**config.mk**
```make
export PLATFORM = sky130hd
export DESIGN_NAME = decode_stage
export DESIGN_NICKNAME = d
export VERILOG_FILES = /design/src/verilog/rv_isa_pkg.sv /design/src/verilog/rv_pipe_pkg.sv /design/src/verilog/decode_stage.sv /design/src/verilog/id_ex_reg.sv /design/src/verilog/operand_bypass.sv /design/src/verilog/inst_decoder.sv
export SDC_FILE = /design/constraint.sdc
export NUM_CORES = 1
export LEC_CHECK = 0
export BUFFER_PORTS_ARGS = -buffer_cell sky130_fd_sc_hd__buf_4
export CAP_MARGIN = 20
export CORE_AREA = 2 2 204 206
export CTS_CLUSTER_DIAMETER = 40
export DETAILED_ROUTE_END_ITERATION = 16
export DIE_AREA = 0 0 206 208
export GPL_ROUTABILITY_DRIVEN = 0
export SLEW_MARGIN = 15
export SYNTH_ARGS = -nofsm -noshare
export SYNTH_HDL_FRONTEND = slang
export SYNTH_SLANG_ARGS = --single-unit
```
**constraint.sdc**
```tcl
create_clock -name clk_i -period 27.1 [get_ports clk_i]
set_input_delay 2.71 -clock clk_i [delete_from_list [all_inputs] [get_ports clk_i]]
set_output_delay 2.71 -clock clk_i [all_outputs]
set_load 0.03 [all_outputs]
```
**src/verilog/rv_isa_pkg.sv**
```systemverilog
`default_nettype none

package rv_isa_pkg;

  // field widths
  parameter int INST_W    = 32;
  parameter int REG_AW    = 5;
  parameter int OPC_W     = 7;
  parameter int ALU_OP_W  = 5;
  parameter int MEM_OP_W  = 4;
  parameter int EXC_OP_W  = 4;
  parameter int PC_OP_W   = 3;

  // rv64i major opcodes handled by this stage
  typedef enum logic [OPC_W-1:0] {
    opc_load      = 7'b0000011,
    opc_store     = 7'b0100011,
    opc_branch    = 7'b1100011,
    opc_jalr      = 7'b1100111,
    opc_jal       = 7'b1101111,
    opc_op_imm    = 7'b0010011,
    opc_op        = 7'b0110011,
    opc_op_imm_32 = 7'b0011011,
    opc_op_32     = 7'b0111011,
    opc_auipc     = 7'b0010111,
    opc_lui       = 7'b0110111
  } opcode_e;

  // branch compares are resolved by the alu as well
  typedef enum logic [ALU_OP_W-1:0] {
    alu_none, alu_add, alu_sub, alu_xor, alu_or, alu_and,
    alu_sll, alu_srl, alu_sra, alu_sllw, alu_srlw, alu_sraw,
    alu_slt, alu_sltu,
    alu_beq, alu_bne, alu_blt, alu_bge, alu_bltu, alu_bgeu
  } alu_op_e;

  typedef enum logic [MEM_OP_W-1:0] {
    mem_none, mem_lb, mem_lh, mem_lw, mem_ld, mem_lbu, mem_lhu, mem_lwu,
    mem_sb, mem_sh, mem_sw, mem_sd
  } mem_op_e;

  // execute class, one per major opcode
  typedef enum logic [EXC_OP_W-1:0] {
    exc_none, exc_auipc, exc_lui, exc_jal, exc_jalr, exc_load, exc_store,
    exc_branch, exc_opimm, exc_opimm32, exc_op, exc_op32
  } exc_op_e;

  typedef enum logic [PC_OP_W-1:0] {
    pc_inc4, pc_branch, pc_jal, pc_jalr
  } pc_op_e;

endpackage

`default_nettype wire
```
**src/verilog/rv_pipe_pkg.sv**
```systemverilog
`default_nettype none

package rv_pipe_pkg;

  import rv_isa_pkg::*;

  // decode control as it travels from id into ex
  typedef struct packed {
    logic [REG_AW-1:0] rs1_idx;
    logic [REG_AW-1:0] rs2_idx;
    logic [REG_AW-1:0] rd_idx;
    alu_op_e           alu_op;
    mem_op_e           mem_op;
    exc_op_e           exc_op;
    pc_op_e            pc_op;
  } dec_ctrl_t;

  // source matches the destination sitting in ex
  typedef struct packed {
    logic rs1_hit;
    logic rs2_hit;
  } ex_hit_t;

  // control word of an empty slot
  parameter dec_ctrl_t DEC_BUBBLE = '{
    rs1_idx: '0, rs2_idx: '0, rd_idx: '0,
    alu_op: alu_none, mem_op: mem_none, exc_op: exc_none, pc_op: pc_inc4
  };

endpackage

`default_nettype wire

```
**src/verilog/decode_stage.sv**
```systemverilog
`default_nettype none
`timescale 1ns/1ps

module decode_stage import rv_isa_pkg::*; import rv_pipe_pkg::*; #(
  parameter int XLEN = 64
) (
  input  logic              clk_i,
  input  logic              rst_n_i,
  // fetch
  input  logic [INST_W-1:0] inst_i,
  input  logic              inst_valid_i,
  output logic              stall_o,
  // register file read ports
  output logic [REG_AW-1:0] rs1_idx_o,
  output logic [REG_AW-1:0] rs2_idx_o,
  input  logic [XLEN-1:0]   rs1_data_i,
  input  logic [XLEN-1:0]   rs2_data_i,
  // bypass sources
  input  logic [XLEN-1:0]   ex_rd_data_i,
  input  logic [REG_AW-1:0] mem_rd_addr_i,
  input  logic [XLEN-1:0]   mem_rd_data_i,
  // to execute
  output dec_ctrl_t         id_ex_o,
  output logic [XLEN-1:0]   imm_o,
  output logic [XLEN-1:0]   rs1_data_o,
  output logic [XLEN-1:0]   rs2_data_o,
  output logic              valid_o
);

  dec_ctrl_t         dec_ctrl;
  logic [XLEN-1:0]   dec_imm;
  logic [XLEN-1:0]   fwd_rs1_data;
  logic [XLEN-1:0]   fwd_rs2_data;
  ex_hit_t           ex_hit;
  logic [REG_AW-1:0] ex_rd_idx;

  assign rs1_idx_o = dec_ctrl.rs1_idx;
  assign rs2_idx_o = dec_ctrl.rs2_idx;

  inst_decoder #(.XLEN(XLEN)) u_dec (
    .inst_i (inst_i),
    .ctrl_o (dec_ctrl),
    .imm_o  (dec_imm)
  );

  operand_bypass #(.XLEN(XLEN)) u_byp (
    .rs1_idx_i     (dec_ctrl.rs1_idx),
    .rs2_idx_i     (dec_ctrl.rs2_idx),
    .ex_rd_idx_i   (ex_rd_idx),
    .ex_rd_data_i  (ex_rd_data_i),
    .mem_rd_addr_i (mem_rd_addr_i),
    .mem_rd_data_i (mem_rd_data_i),
    .rs1_data_i    (rs1_data_i),
    .rs2_data_i    (rs2_data_i),
    .rs1_data_o    (fwd_rs1_data),
    .rs2_data_o    (fwd_rs2_data),
    .hit_o         (ex_hit)
  );

  id_ex_reg #(.XLEN(XLEN)) u_idex (
    .clk_i        (clk_i),
    .rst_n_i      (rst_n_i),
    .inst_valid_i (inst_valid_i),
    .ctrl_i       (dec_ctrl),
    .imm_i        (dec_imm),
    .rs1_data_i   (fwd_rs1_data),
    .rs2_data_i   (fwd_rs2_data),
    .hit_i        (ex_hit),
    .ex_rd_idx_o  (ex_rd_idx),
    .stall_o      (stall_o),
    .valid_o      (valid_o),
    .ctrl_o       (id_ex_o),
    .imm_o        (imm_o),
    .rs1_data_o   (rs1_data_o),
    .rs2_data_o   (rs2_data_o)
  );

endmodule

`default_nettype wire

```
**src/verilog/id_ex_reg.sv**
```systemverilog
`default_nettype none
`timescale 1ns/1ps

module id_ex_reg import rv_isa_pkg::*; import rv_pipe_pkg::*; #(
  parameter int XLEN = 64
) (
  input  logic              clk_i,
  input  logic              rst_n_i,
  input  logic              inst_valid_i,
  input  dec_ctrl_t         ctrl_i,
  input  logic [XLEN-1:0]   imm_i,
  input  logic [XLEN-1:0]   rs1_data_i,
  input  logic [XLEN-1:0]   rs2_data_i,
  input  ex_hit_t           hit_i,
  output logic [REG_AW-1:0] ex_rd_idx_o,
  output logic              stall_o,
  output logic              valid_o,
  output dec_ctrl_t         ctrl_o,
  output logic [XLEN-1:0]   imm_o,
  output logic [XLEN-1:0]   rs1_data_o,
  output logic [XLEN-1:0]   rs2_data_o
);

  logic            valid_q;
  dec_ctrl_t       ctrl_q;
  logic [XLEN-1:0] imm_q;
  logic [XLEN-1:0] rs1_q;
  logic [XLEN-1:0] rs2_q;
  logic            take;

  // load in ex feeding a source of the current instruction
  // load data only exists after mem, so hold id for one cycle
  assign stall_o = valid_q && (ctrl_q.exc_op == exc_load) &&
                   (hit_i.rs1_hit || hit_i.rs2_hit);

  assign take = inst_valid_i && !stall_o;

  always_ff @(posedge clk_i) begin
    if (!rst_n_i) begin
      valid_q <= 1'b0;
      ctrl_q  <= DEC_BUBBLE;
    end else if (take) begin
      valid_q <= 1'b1;
      ctrl_q  <= ctrl_i;
    end else begin
      // bubble
      valid_q <= 1'b0;
      ctrl_q  <= DEC_BUBBLE;
    end
  end

  always_ff @(posedge clk_i) begin
    if (take) begin
      imm_q <= imm_i;
      rs1_q <= rs1_data_i;
      rs2_q <= rs2_data_i;
    end
  end

  // an empty slot must not look like a producer
  assign ex_rd_idx_o = valid_q ? ctrl_q.rd_idx : '0;

  assign valid_o    = valid_q;
  assign ctrl_o     = ctrl_q;
  assign imm_o      = imm_q;
  assign rs1_data_o = rs1_q;
  assign rs2_data_o = rs2_q;

endmodule

`default_nettype wire

```
**src/verilog/operand_bypass.sv**
```systemverilog
`default_nettype none
`timescale 1ns/1ps

module operand_bypass import rv_isa_pkg::*; import rv_pipe_pkg::*; #(
  parameter int XLEN = 64
) (
  input  logic [REG_AW-1:0] rs1_idx_i,
  input  logic [REG_AW-1:0] rs2_idx_i,
  input  logic [REG_AW-1:0] ex_rd_idx_i,
  input  logic [XLEN-1:0]   ex_rd_data_i,
  input  logic [REG_AW-1:0] mem_rd_addr_i,
  input  logic [XLEN-1:0]   mem_rd_data_i,
  input  logic [XLEN-1:0]   rs1_data_i,
  input  logic [XLEN-1:0]   rs2_data_i,
  output logic [XLEN-1:0]   rs1_data_o,
  output logic [XLEN-1:0]   rs2_data_o,
  output ex_hit_t           hit_o
);

  logic rs1_ex_hit;
  logic rs2_ex_hit;
  logic rs1_mem_hit;
  logic rs2_mem_hit;

  // x0 is hardwired, never forward into it
  function automatic logic idx_match(input logic [REG_AW-1:0] src,
                                     input logic [REG_AW-1:0] dst);
    return (src != '0) && (src == dst);
  endfunction

  assign rs1_ex_hit  = idx_match(rs1_idx_i, ex_rd_idx_i);
  assign rs2_ex_hit  = idx_match(rs2_idx_i, ex_rd_idx_i);
  assign rs1_mem_hit = idx_match(rs1_idx_i, mem_rd_addr_i);
  assign rs2_mem_hit = idx_match(rs2_idx_i, mem_rd_addr_i);

  // youngest producer wins: ex, then mem, then register file
  assign rs1_data_o = rs1_ex_hit  ? ex_rd_data_i  :
                      rs1_mem_hit ? mem_rd_data_i : rs1_data_i;
  assign rs2_data_o = rs2_ex_hit  ? ex_rd_data_i  :
                      rs2_mem_hit ? mem_rd_data_i : rs2_data_i;

  assign hit_o.rs1_hit = rs1_ex_hit;
  assign hit_o.rs2_hit = rs2_ex_hit;

endmodule

`default_nettype wire

```
**src/verilog/inst_decoder.sv**
```systemverilog
`default_nettype none
`timescale 1ns/1ps

module inst_decoder import rv_isa_pkg::*; import rv_pipe_pkg::*; #(
  parameter int XLEN = 64
) (
  input  logic [INST_W-1:0] inst_i,
  output dec_ctrl_t         ctrl_o,
  output logic [XLEN-1:0]   imm_o
);

  opcode_e           opc;
  logic [REG_AW-1:0] rd;
  logic [REG_AW-1:0] rs1;
  logic [REG_AW-1:0] rs2;
  logic [2:0]        funct3;
  logic [6:0]        funct7;

  // instruction format, set only for a legal encoding
  logic type_r, type_i, type_s, type_b, type_u, type_j;
  logic legal;

  alu_op_e alu;
  mem_op_e mem;
  exc_op_e exc;
  pc_op_e  pc;

  logic [XLEN-1:0] imm_i, imm_s, imm_b, imm_u, imm_j;

  assign opc    = opcode_e'(inst_i[6:0]);
  assign rd     = inst_i[11:7];
  assign funct3 = inst_i[14:12];
  assign rs1    = inst_i[19:15];
  assign rs2    = inst_i[24:20];
  assign funct7 = inst_i[31:25];

  // bit 31 is the sign for every format
  assign imm_i = {{(XLEN-11){inst_i[31]}}, inst_i[30:20]};
  assign imm_s = {{(XLEN-11){inst_i[31]}}, inst_i[30:25], inst_i[11:7]};
  assign imm_b = {{(XLEN-12){inst_i[31]}}, inst_i[7], inst_i[30:25], inst_i[11:8], 1'b0};
  assign imm_u = {{(XLEN-31){inst_i[31]}}, inst_i[30:12], 12'b0};
  assign imm_j = {{(XLEN-20){inst_i[31]}}, inst_i[19:12], inst_i[20], inst_i[30:21], 1'b0};

  always_comb begin
    alu    = alu_none;
    mem    = mem_none;
    exc    = exc_none;
    pc     = pc_inc4;
    type_r = 1'b0;
    type_i = 1'b0;
    type_s = 1'b0;
    type_b = 1'b0;
    type_u = 1'b0;
    type_j = 1'b0;
    legal  = 1'b1;
    case (opc)
      opc_load: begin
        type_i = 1'b1;
        exc    = exc_load;
        alu    = alu_add;
        case (funct3)
          3'b000:  mem = mem_lb;
          3'b001:  mem = mem_lh;
          3'b010:  mem = mem_lw;
          3'b011:  mem = mem_ld;
          3'b100:  mem = mem_lbu;
          3'b101:  mem = mem_lhu;
          3'b110:  mem = mem_lwu;
          default: legal = 1'b0;
        endcase
      end
      opc_store: begin
        type_s = 1'b1;
        exc    = exc_store;
        alu    = alu_add;
        case (funct3)
          3'b000:  mem = mem_sb;
          3'b001:  mem = mem_sh;
          3'b010:  mem = mem_sw;
          3'b011:  mem = mem_sd;
          default: legal = 1'b0;
        endcase
      end
      opc_branch: begin
        type_b = 1'b1;
        exc    = exc_branch;
        pc     = pc_branch;
        case (funct3)
          3'b000:  alu = alu_beq;
          3'b001:  alu = alu_bne;
          3'b100:  alu = alu_blt;
          3'b101:  alu = alu_bge;
          3'b110:  alu = alu_bltu;
          3'b111:  alu = alu_bgeu;
          default: legal = 1'b0;
        endcase
      end
      opc_jalr: begin
        type_i = 1'b1;
        exc    = exc_jalr;
        pc     = pc_jalr;
        alu    = alu_add;
        legal  = (funct3 == 3'b000);
      end
      opc_jal: begin
        type_j = 1'b1;
        exc    = exc_jal;
        pc     = pc_jal;
        alu    = alu_add;
      end
      opc_op_imm: begin
        type_i = 1'b1;
        exc    = exc_opimm;
        // rv64 shamt is six bits, so only funct7[6:1] selects the shift
        case (funct3)
          3'b000:  alu = alu_add;
          3'b010:  alu = alu_slt;
          3'b011:  alu = alu_sltu;
          3'b100:  alu = alu_xor;
          3'b110:  alu = alu_or;
          3'b111:  alu = alu_and;
          3'b001: begin
            alu   = alu_sll;
            legal = (funct7[6:1] == 6'b000000);
          end
          default: begin
            alu   = funct7[5] ? alu_sra : alu_srl;
            legal = ({funct7[6], funct7[4:1]} == 5'b00000);
          end
        endcase
      end
      opc_op, opc_op_32: begin
        type_r = 1'b1;
        exc    = (opc == opc_op) ? exc_op : exc_op32;
        case ({funct7, funct3})
          {7'h00, 3'b000}: alu = alu_add;
          {7'h20, 3'b000}: alu = alu_sub;
          {7'h00, 3'b001}: alu = (opc == opc_op) ? alu_sll : alu_sllw;
          {7'h00, 3'b101}: alu = (opc == opc_op) ? alu_srl : alu_srlw;
          {7'h20, 3'b101}: alu = (opc == opc_op) ? alu_sra : alu_sraw;
          default: begin
            // compare and logic ops have no word form
            legal = (opc == opc_op) && (funct7 == 7'h00);
            case (funct3)
              3'b010:  alu = alu_slt;
              3'b011:  alu = alu_sltu;
              3'b100:  alu = alu_xor;
              3'b110:  alu = alu_or;
              default: alu = alu_and;
            endcase
          end
        endcase
      end
      opc_op_imm_32: begin
        type_i = 1'b1;
        exc    = exc_opimm32;
        case ({funct7, funct3})
          {7'h00, 3'b001}: alu = alu_sllw;
          {7'h00, 3'b101}: alu = alu_srlw;
          {7'h20, 3'b101}: alu = alu_sraw;
          default: begin
            alu   = alu_add;
            legal = (funct3 == 3'b000);
          end
        endcase
      end
      opc_auipc, opc_lui: begin
        type_u = 1'b1;
        exc    = (opc == opc_lui) ? exc_lui : exc_auipc;
        alu    = alu_add;
      end
      default: legal = 1'b0;
    endcase
    // anything unrecognised decodes as an empty slot
    if (!legal) begin
      alu    = alu_none;
      mem    = mem_none;
      exc    = exc_none;
      pc     = pc_inc4;
      type_r = 1'b0;
      type_i = 1'b0;
      type_s = 1'b0;
      type_b = 1'b0;
      type_u = 1'b0;
      type_j = 1'b0;
    end
  end

  // unused register indices read as x0
  assign ctrl_o.rs1_idx = (type_r | type_i | type_s | type_b) ? rs1 : '0;
  assign ctrl_o.rs2_idx = (type_r | type_s | type_b) ? rs2 : '0;
  assign ctrl_o.rd_idx  = (type_r | type_i | type_u | type_j) ? rd : '0;
  assign ctrl_o.alu_op  = alu;
  assign ctrl_o.mem_op  = mem;
  assign ctrl_o.exc_op  = exc;
  assign ctrl_o.pc_op   = pc;

  assign imm_o = ({XLEN{type_i}} & imm_i) |
                 ({XLEN{type_s}} & imm_s) |
                 ({XLEN{type_b}} & imm_b) |
                 ({XLEN{type_u}} & imm_u) |
                 ({XLEN{type_j}} & imm_j);

endmodule

`default_nettype wire

```
# ---- Word level (Yosys, flattened, before mapping)
# Index checks and enable logic that the tools add are counted.
# Widths: inputs -> output; s select.
dict set report totals {
  ramBits 0
  regBits 224
  input_bits 296
  word_cells 129
  latchBits 0
  output_inout_bits 235
  memories 0
  romBits 0
}
dict set report op_classes {
  n_addsub 0
  mul 0
  n_eq_ne 27
  bitwise_logic 16
  n_reduce_logical 31
  mux 44
  order_cmp 0
  div 0
  shifts 0
}
# cell count
set ops {}
lappend ops {{$and 64x64->64} 5}
lappend ops {{$mux 64} 4}
lappend ops {{$or 64x64->64} 4}
lappend ops {{$pmux 5 s5} 2}
lappend ops {{$pmux 4 s9} 1}
lappend ops {{$pmux 5 s7} 1}
lappend ops {{$pmux 4 s4} 2}
lappend ops {{$pmux 5 s6} 1}
lappend ops {{$eq 7x6->1 const B} 4}
lappend ops {{$eq 7x5->1 const B} 3}
lappend ops {{$eq 7x7->1 const B} 3}
lappend ops {{$pmux 3 s7} 1}
lappend ops {{$eq 10x9->1 const B} 2}
lappend ops {{$eq 5x5->1} 4}
lappend ops {{$mux 1} 19}
lappend ops {{$reduce_or 6->1} 3}
lappend ops {{$mux 5} 3}
lappend ops {{$eq 3x3->1 const B} 4}
lappend ops {{$mux 4} 3}
lappend ops {{$pmux 4 s3} 1}
lappend ops {{$eq 10x1->1 const B} 1}
lappend ops {{$eq 10x3->1 const B} 1}
lappend ops {{$logic_not 10->1} 1}
lappend ops {{$reduce_bool 5->1} 2}
lappend ops {{other kinds (24)} 43}

# ---- Depth between registers and ports, before layout
dict set report depth {
  depth_word 16
  ltp_mapped 12
  ltp_nobuf 7
}

# ---- Cells and area by module
# From an unflattened synthesis, not the netlist that was laid out.
dict set report hier_totals {
  hier_cells 1233
  area_unflattened_um2 12169.2
}
# module cells_per_inst n_inst seq_area_each_um2 area_per_inst_um2
set modules_own_cells {}
lappend modules_own_cells {id_ex_reg 311 1 6406.1 6889.1}
lappend modules_own_cells {operand_bypass 648 1 0.0 3532.1}
lappend modules_own_cells {inst_decoder 274 1 0.0 1747.9}

# ---- Least setup slack after synthesis
# Ideal clock, no wire load.
dict set report synth_path {
  kind {input-to-reg}
  start {input inst_i[2]}
  end {register u_idex.imm_q[0], in the netlist u_idex.imm_o[0] (enable)}
  slack_ns 15.096
  cell_stages 10
  setup_time_ns 0.700
  path_buffers 3
  required_time_ns 26.400
  t_arrival_ns 11.304
  path_cell_list {buf_2 nand4b_1 nor2_1 and3_1 buf_4 o22a_1 and4_1 buf_4 o21a_1 nor2b_1}
}
dict set report synth_via {
  elab_chain_len 15
}
# item line
set synth_rtl {}
lappend synth_rtl {{from (decl)} decode_stage.sv:10} ;# input logic [INST_W-1:0] inst_i,
lappend synth_rtl {{$eq 7x6->1} {inst_decoder.sv:56, inst_decoder.sv:143}}
lappend synth_rtl {{$logic_and 1x1->1} inst_decoder.sv:143} ;# legal = (opc == opc_op) && (funct7 == 7'h00);
lappend synth_rtl {{$mux 1} inst_decoder.sv:135} ;# case ({funct7, funct3})
lappend synth_rtl {{$pmux 1 s8} inst_decoder.sv:56} ;# case (opc)
lappend synth_rtl {{$mux 1} inst_decoder.sv:175} ;# if (!legal) begin
lappend synth_rtl {{$or 1x1->1 (3 in a row)} inst_decoder.sv:190} ;# assign ctrl_o.rs1_idx = (type_r | type_i | type_s | type_b) ? rs1 : '0;
lappend synth_rtl {{$mux 5} inst_decoder.sv:190}
lappend synth_rtl {{$eq 5x5->1 or $reduce_bool 5->1 (tied branches)} operand_bypass.sv:28} ;# return (src != '0) && (src == dst);
lappend synth_rtl {{$logic_and 1x1->1} operand_bypass.sv:28}
lappend synth_rtl {{$logic_or 1x1->1 (*)} id_ex_reg.sv:34} ;# (hit_i.rs1_hit || hit_i.rs2_hit);
lappend synth_rtl {{$logic_and 1x1->1 (*)} id_ex_reg.sv:33} ;# assign stall_o = valid_q && (ctrl_q.exc_op == exc_load) &&
lappend synth_rtl {{$logic_not 1->1 (*)} id_ex_reg.sv:36} ;# assign take = inst_valid_i && !stall_o;
lappend synth_rtl {{$logic_and 1x1->1 (*)} id_ex_reg.sv:36}
lappend synth_rtl {{net u_idex.take} id_ex_reg.sv:29} ;# logic take;
lappend synth_rtl {{to (signal assigned)} id_ex_reg.sv:54} ;# imm_q <= imm_i;
lappend synth_rtl {{to (decl)} id_ex_reg.sv:26} ;# logic [XLEN-1:0] imm_q;
# The timed path passes the listed nets; every way through them passes the cells marked *.
# A chain may end at the register's enable or synchronous reset.

# ---- Worst setup path in the final report
dict set report layout_path {
  start {input inst_i[2]}
  end {output stall_o}
}
dict set report layout_via {
  elab_chain_len 13
}
# item line
set layout_rtl {}
lappend layout_rtl {{$eq 7x6->1} {inst_decoder.sv:56, inst_decoder.sv:143}}
lappend layout_rtl {{$logic_and 1x1->1} inst_decoder.sv:143}
lappend layout_rtl {{$mux 1} inst_decoder.sv:135}
lappend layout_rtl {{$pmux 1 s8} inst_decoder.sv:56}
lappend layout_rtl {{$mux 1} inst_decoder.sv:175}
lappend layout_rtl {{$or 1x1->1 (3 in a row)} inst_decoder.sv:190}
lappend layout_rtl {{$mux 5} inst_decoder.sv:190}
lappend layout_rtl {{$eq 5x5->1 or $reduce_bool 5->1 (tied branches)} operand_bypass.sv:28}
lappend layout_rtl {{$logic_and 1x1->1} operand_bypass.sv:28}
lappend layout_rtl {{$logic_or 1x1->1 (*)} id_ex_reg.sv:34}
lappend layout_rtl {{$logic_and 1x1->1 (*)} id_ex_reg.sv:33}
lappend layout_rtl {{to (decl)} decode_stage.sv:12} ;# output logic stall_o,
# Every way passes the cells marked *; elsewhere a longest branch is shown, timed or not.

==> reports/qor.log <==
INFO  setup_path     timing.setup.critical_path_class=primary input to output pin
INFO  synth          synth-warning-count=0
INFO  sta            final_max_slew_viol_count=0
INFO  synth          synth.ff_latch_count=191
INFO  setup_path     worstRegToRegCells=7
INFO  setup_path     critPathLaunchType=primary input
INFO  route          num_vias=10,000
INFO  die            floorplan.die_area=42,800squm
INFO  route          wl_per_cell=21.6um
INFO  clock_network  clock_latency=0.48ns
INFO  clock_network  post-cts-setup-buffers=0
INFO  global_routing grt_pass1_vias=9,623
INFO  min_path       holdCritPathClass=register to register
INFO  final_layout   final_design_area_no_fill=15,100squm
INFO  clock_network  cts_repair_resize_count=0
INFO  synth          synth_nets=1,337
INFO  route          routed_wirelength=43,800um
INFO  final_layout   insertedDiodeCount=0
INFO  power_and_ir_drop peakVddDrop=44.1uV
INFO  sta            final_setup_skew=0.0263ns
INFO  final_layout   fillCellCount=4,070
INFO  sta            hold_viol_final=0
INFO  placement      dpl.hpwl=32,800um
INFO  route          drt_pass_1_iters=6
INFO  setup_path     setup.worst_path.end_class=output pin
INFO  clock_network  clk_pin_slew_worst_paths=0.08ns
INFO  setup_path     cp_data_arrival_time=5.42ns
INFO  final_layout   layout-area-overhead-vs-synth=44.5%
INFO  route          ant_nets=0
INFO  synth          syn-instance-count=1,041
INFO  sta            max_clock_freq=123MHz
INFO  clock_network  ctsRootBufferMaster=clkbuf_16
INFO  power_and_ir_drop leakage=6.12nW
INFO  synth          seq_area_frac_synth=51.9%
INFO  synth          synthFlopType=edfxtp_1
INFO  global_routing antenna_violations_before_repair=0
INFO  global_routing pin_count_of_the_biggest_net_entering_global_routing=81
INFO  placement      placed_area=14,500squm
INFO  power_and_ir_drop pwr_cell_area=49.7nW/um^2
INFO  route          vias_per_cell=4.95
INFO  setup_path     worst-path-max-fanout=50
INFO  final_layout   nNetsFinal=1,779
INFO  sta            setup_tns=0ns
INFO  clock_network  ctsLongestPathBuffers=2
INFO  sta            finalSetupViolations=0
INFO  die            design.core.area=40,600squm
INFO  sta            grt_setup_unrepaired=false
INFO  global_routing grt.total_usage=19.6%
INFO  final_layout   multi_input_area=4320squm
INFO  route          drc=0
INFO  global_routing global_route.overflow_total=0
INFO  synth          synth.distinct_cells=74
INFO  clock_network  clock_sinks=191
INFO  clock_network  cts-hold-fix-buffers=0
INFO  synth          synth_edf_count=160
INFO  placement      io_buffer_count=529
INFO  sta            finalCriticalPeriod=8.13ns
INFO  die            io_pins=531
INFO  flow_run       cap_violations=0
INFO  die            die_x=206um
INFO  die            placement_rows=74
INFO  synth          netlist_area_pre_place=10,400squm
INFO  setup_path     critical_path_required=24.39ns
INFO  outcome        status=completed
INFO  final_layout   final_layout_size_suffix_gt1_share=40.4%
INFO  synth          ys_async_sr_fraction=0%
INFO  route          drt_iter0_markers=992
INFO  clock_network  cts_tree=built
INFO  global_routing wire_length_of_the_first_global_routing_pass=62,000um
INFO  clock_network  htree_levels=4
INFO  final_layout   seq_area=5430squm
INFO  die            dieHeight=208um
INFO  sta            min_period_over_period=30.0%
INFO  sta            max_slew_margin=26.8%
INFO  clock_network  cts_buffer_count=17
INFO  min_path       hold_path_cells=4
INFO  final_layout   layout.cells.most_common_list=buf_4, edfxtp_1, nand2_1, nor2_1, o21ai_0
INFO  final_layout   most_common_cell_after_layout_fill_and_taps_aside=buf_4
INFO  sta            worst_slew_pin_slew=1.10ns
INFO  synth          post_synth.cell_area_avg=10.0squm
INFO  die            initial_core_util=25.8%
-- final cells by class --
class	count	share of cell area, %
Tap cell	532	4.41
Clock buffer	17	2.82
Clock inverter	15	0.845
Multi-Input combinational cell	724	28.6
Inverter	4	0.0995
Timing Repair Buffer	545	27.3
Sequential cell	191	35.9
-- cell usage after synthesis (6+ instances only) --
library cell	count	share of area, %
buf_4	39	2.8
nor3_1	10	0.48
xor2_1	10	0.84
buf_12	6	1.1
dfxtp_1	31	5.9
xnor2_1	7	0.59
nor3b_1	6	0.43
nand2_1	151	5.4
o21ai_1	50	2.4
and2_1	16	0.96
nor4_1	9	0.54
nor2_1	96	3.4
buf_2	14	0.67
nor2b_1	11	0.66
clkbuf_1	58	2.1
a21o_1	11	0.79
a22o_1	8	0.67
nand3_1	12	0.57
a21oi_1	14	0.67
edfxtp_1	160	46
nor4b_1	11	0.92
a31oi_1	70	4.2
a32o_1	8	0.77
o21ai_0	83	4.0
o21ai_2	11	0.92
mux2i_1	66	6.3
-- critical path, stage by stage --
cell	delay [ns]
buf_4	0.17
nand4b_1	0.34
nor2_1	0.44
and3_1	0.52
o22a_1	0.20
and4_4	0.60
o21a_1	0.26
buf_4	0.17
-- logic make-up after synthesis --
family	Yosys count	synth area share, %
AOI/OAI and AO/OA	289	17.3
buffers and inverters	126	7.19
and+or+nand+nor	351	15.8
DFF	191	51.9
muxes	66	6.32
xor gates and xnor gates	17	1.43
other	1	0.0359
-- worst paths after layout --
path / start / end / slack (ns)
max: inst_i[2] / stall_o / 18.97
min: u_idex.ctrl_o[6]$_SDFF_PN0_ / u_idex.ctrl_o[27]$_SDFF_PN0_ / 0.93
max reg2reg: u_idex.valid_o$_SDFF_PN0_ / u_idex.rs1_data_o[31]$_DFFE_PP_ / 22.93
min reg2reg: u_idex.ctrl_o[6]$_SDFF_PN0_ / u_idex.ctrl_o[27]$_SDFF_PN0_ / 0.93
-- through the flow --
step / setup WS [ns] / power (W) / cells / util [%] / hold WS [ns]
floorplan: 15.10 / 0.000428 / 1041 / - / 1.02
global placement: 19.01 / 0.000505 / 1993 / 35.7 / 0.931
detailed placement: 18.98 / 0.000506 / 1995 / 35.9 / 0.905
CTS: 18.98 / 0.000760 / 2027 / 37.2 / 0.936
global route: 18.73 / 0.000776 / 2028 / 37.2 / 0.980
finish: 18.97 / 0.000751 / 2028 / 37.2 / 0.931
-- state kept, by name (all words and copies together) (netlist names) --
name	flops
u_idex.valid_o	1
u_idex.rs2_data_o	64
u_idex.imm_o	32
u_idex.ctrl_o	30
u_idex.rs1_data_o	64
-- power by group --
group / total, W / switching (W) / internal [W] / leakage, nW
logic: 0.000153 / 0.0000897 / 0.0000636 / 4.06
registers: 0.000346 / 0.00000760 / 0.000338 / 1.81
clock network: 0.000252 / 0.000131 / 0.000120 / 0.262
total: 0.000751 / 0.000229 / 0.000522 / 6.12
-- routing by layer --
metal | global-route usage [%] | up-vias | wire length [um]
li1 | - | 4676 | -
met1 | 23.6 | 4692 | 17000
met2 | 32.3 | 576 | 20900
met3 | 5.28 | 96 | 4010
met4 | 8.97 | 0 | 1860
met5 | 0 | - | 0
Power figures use the tool's default switching activity.
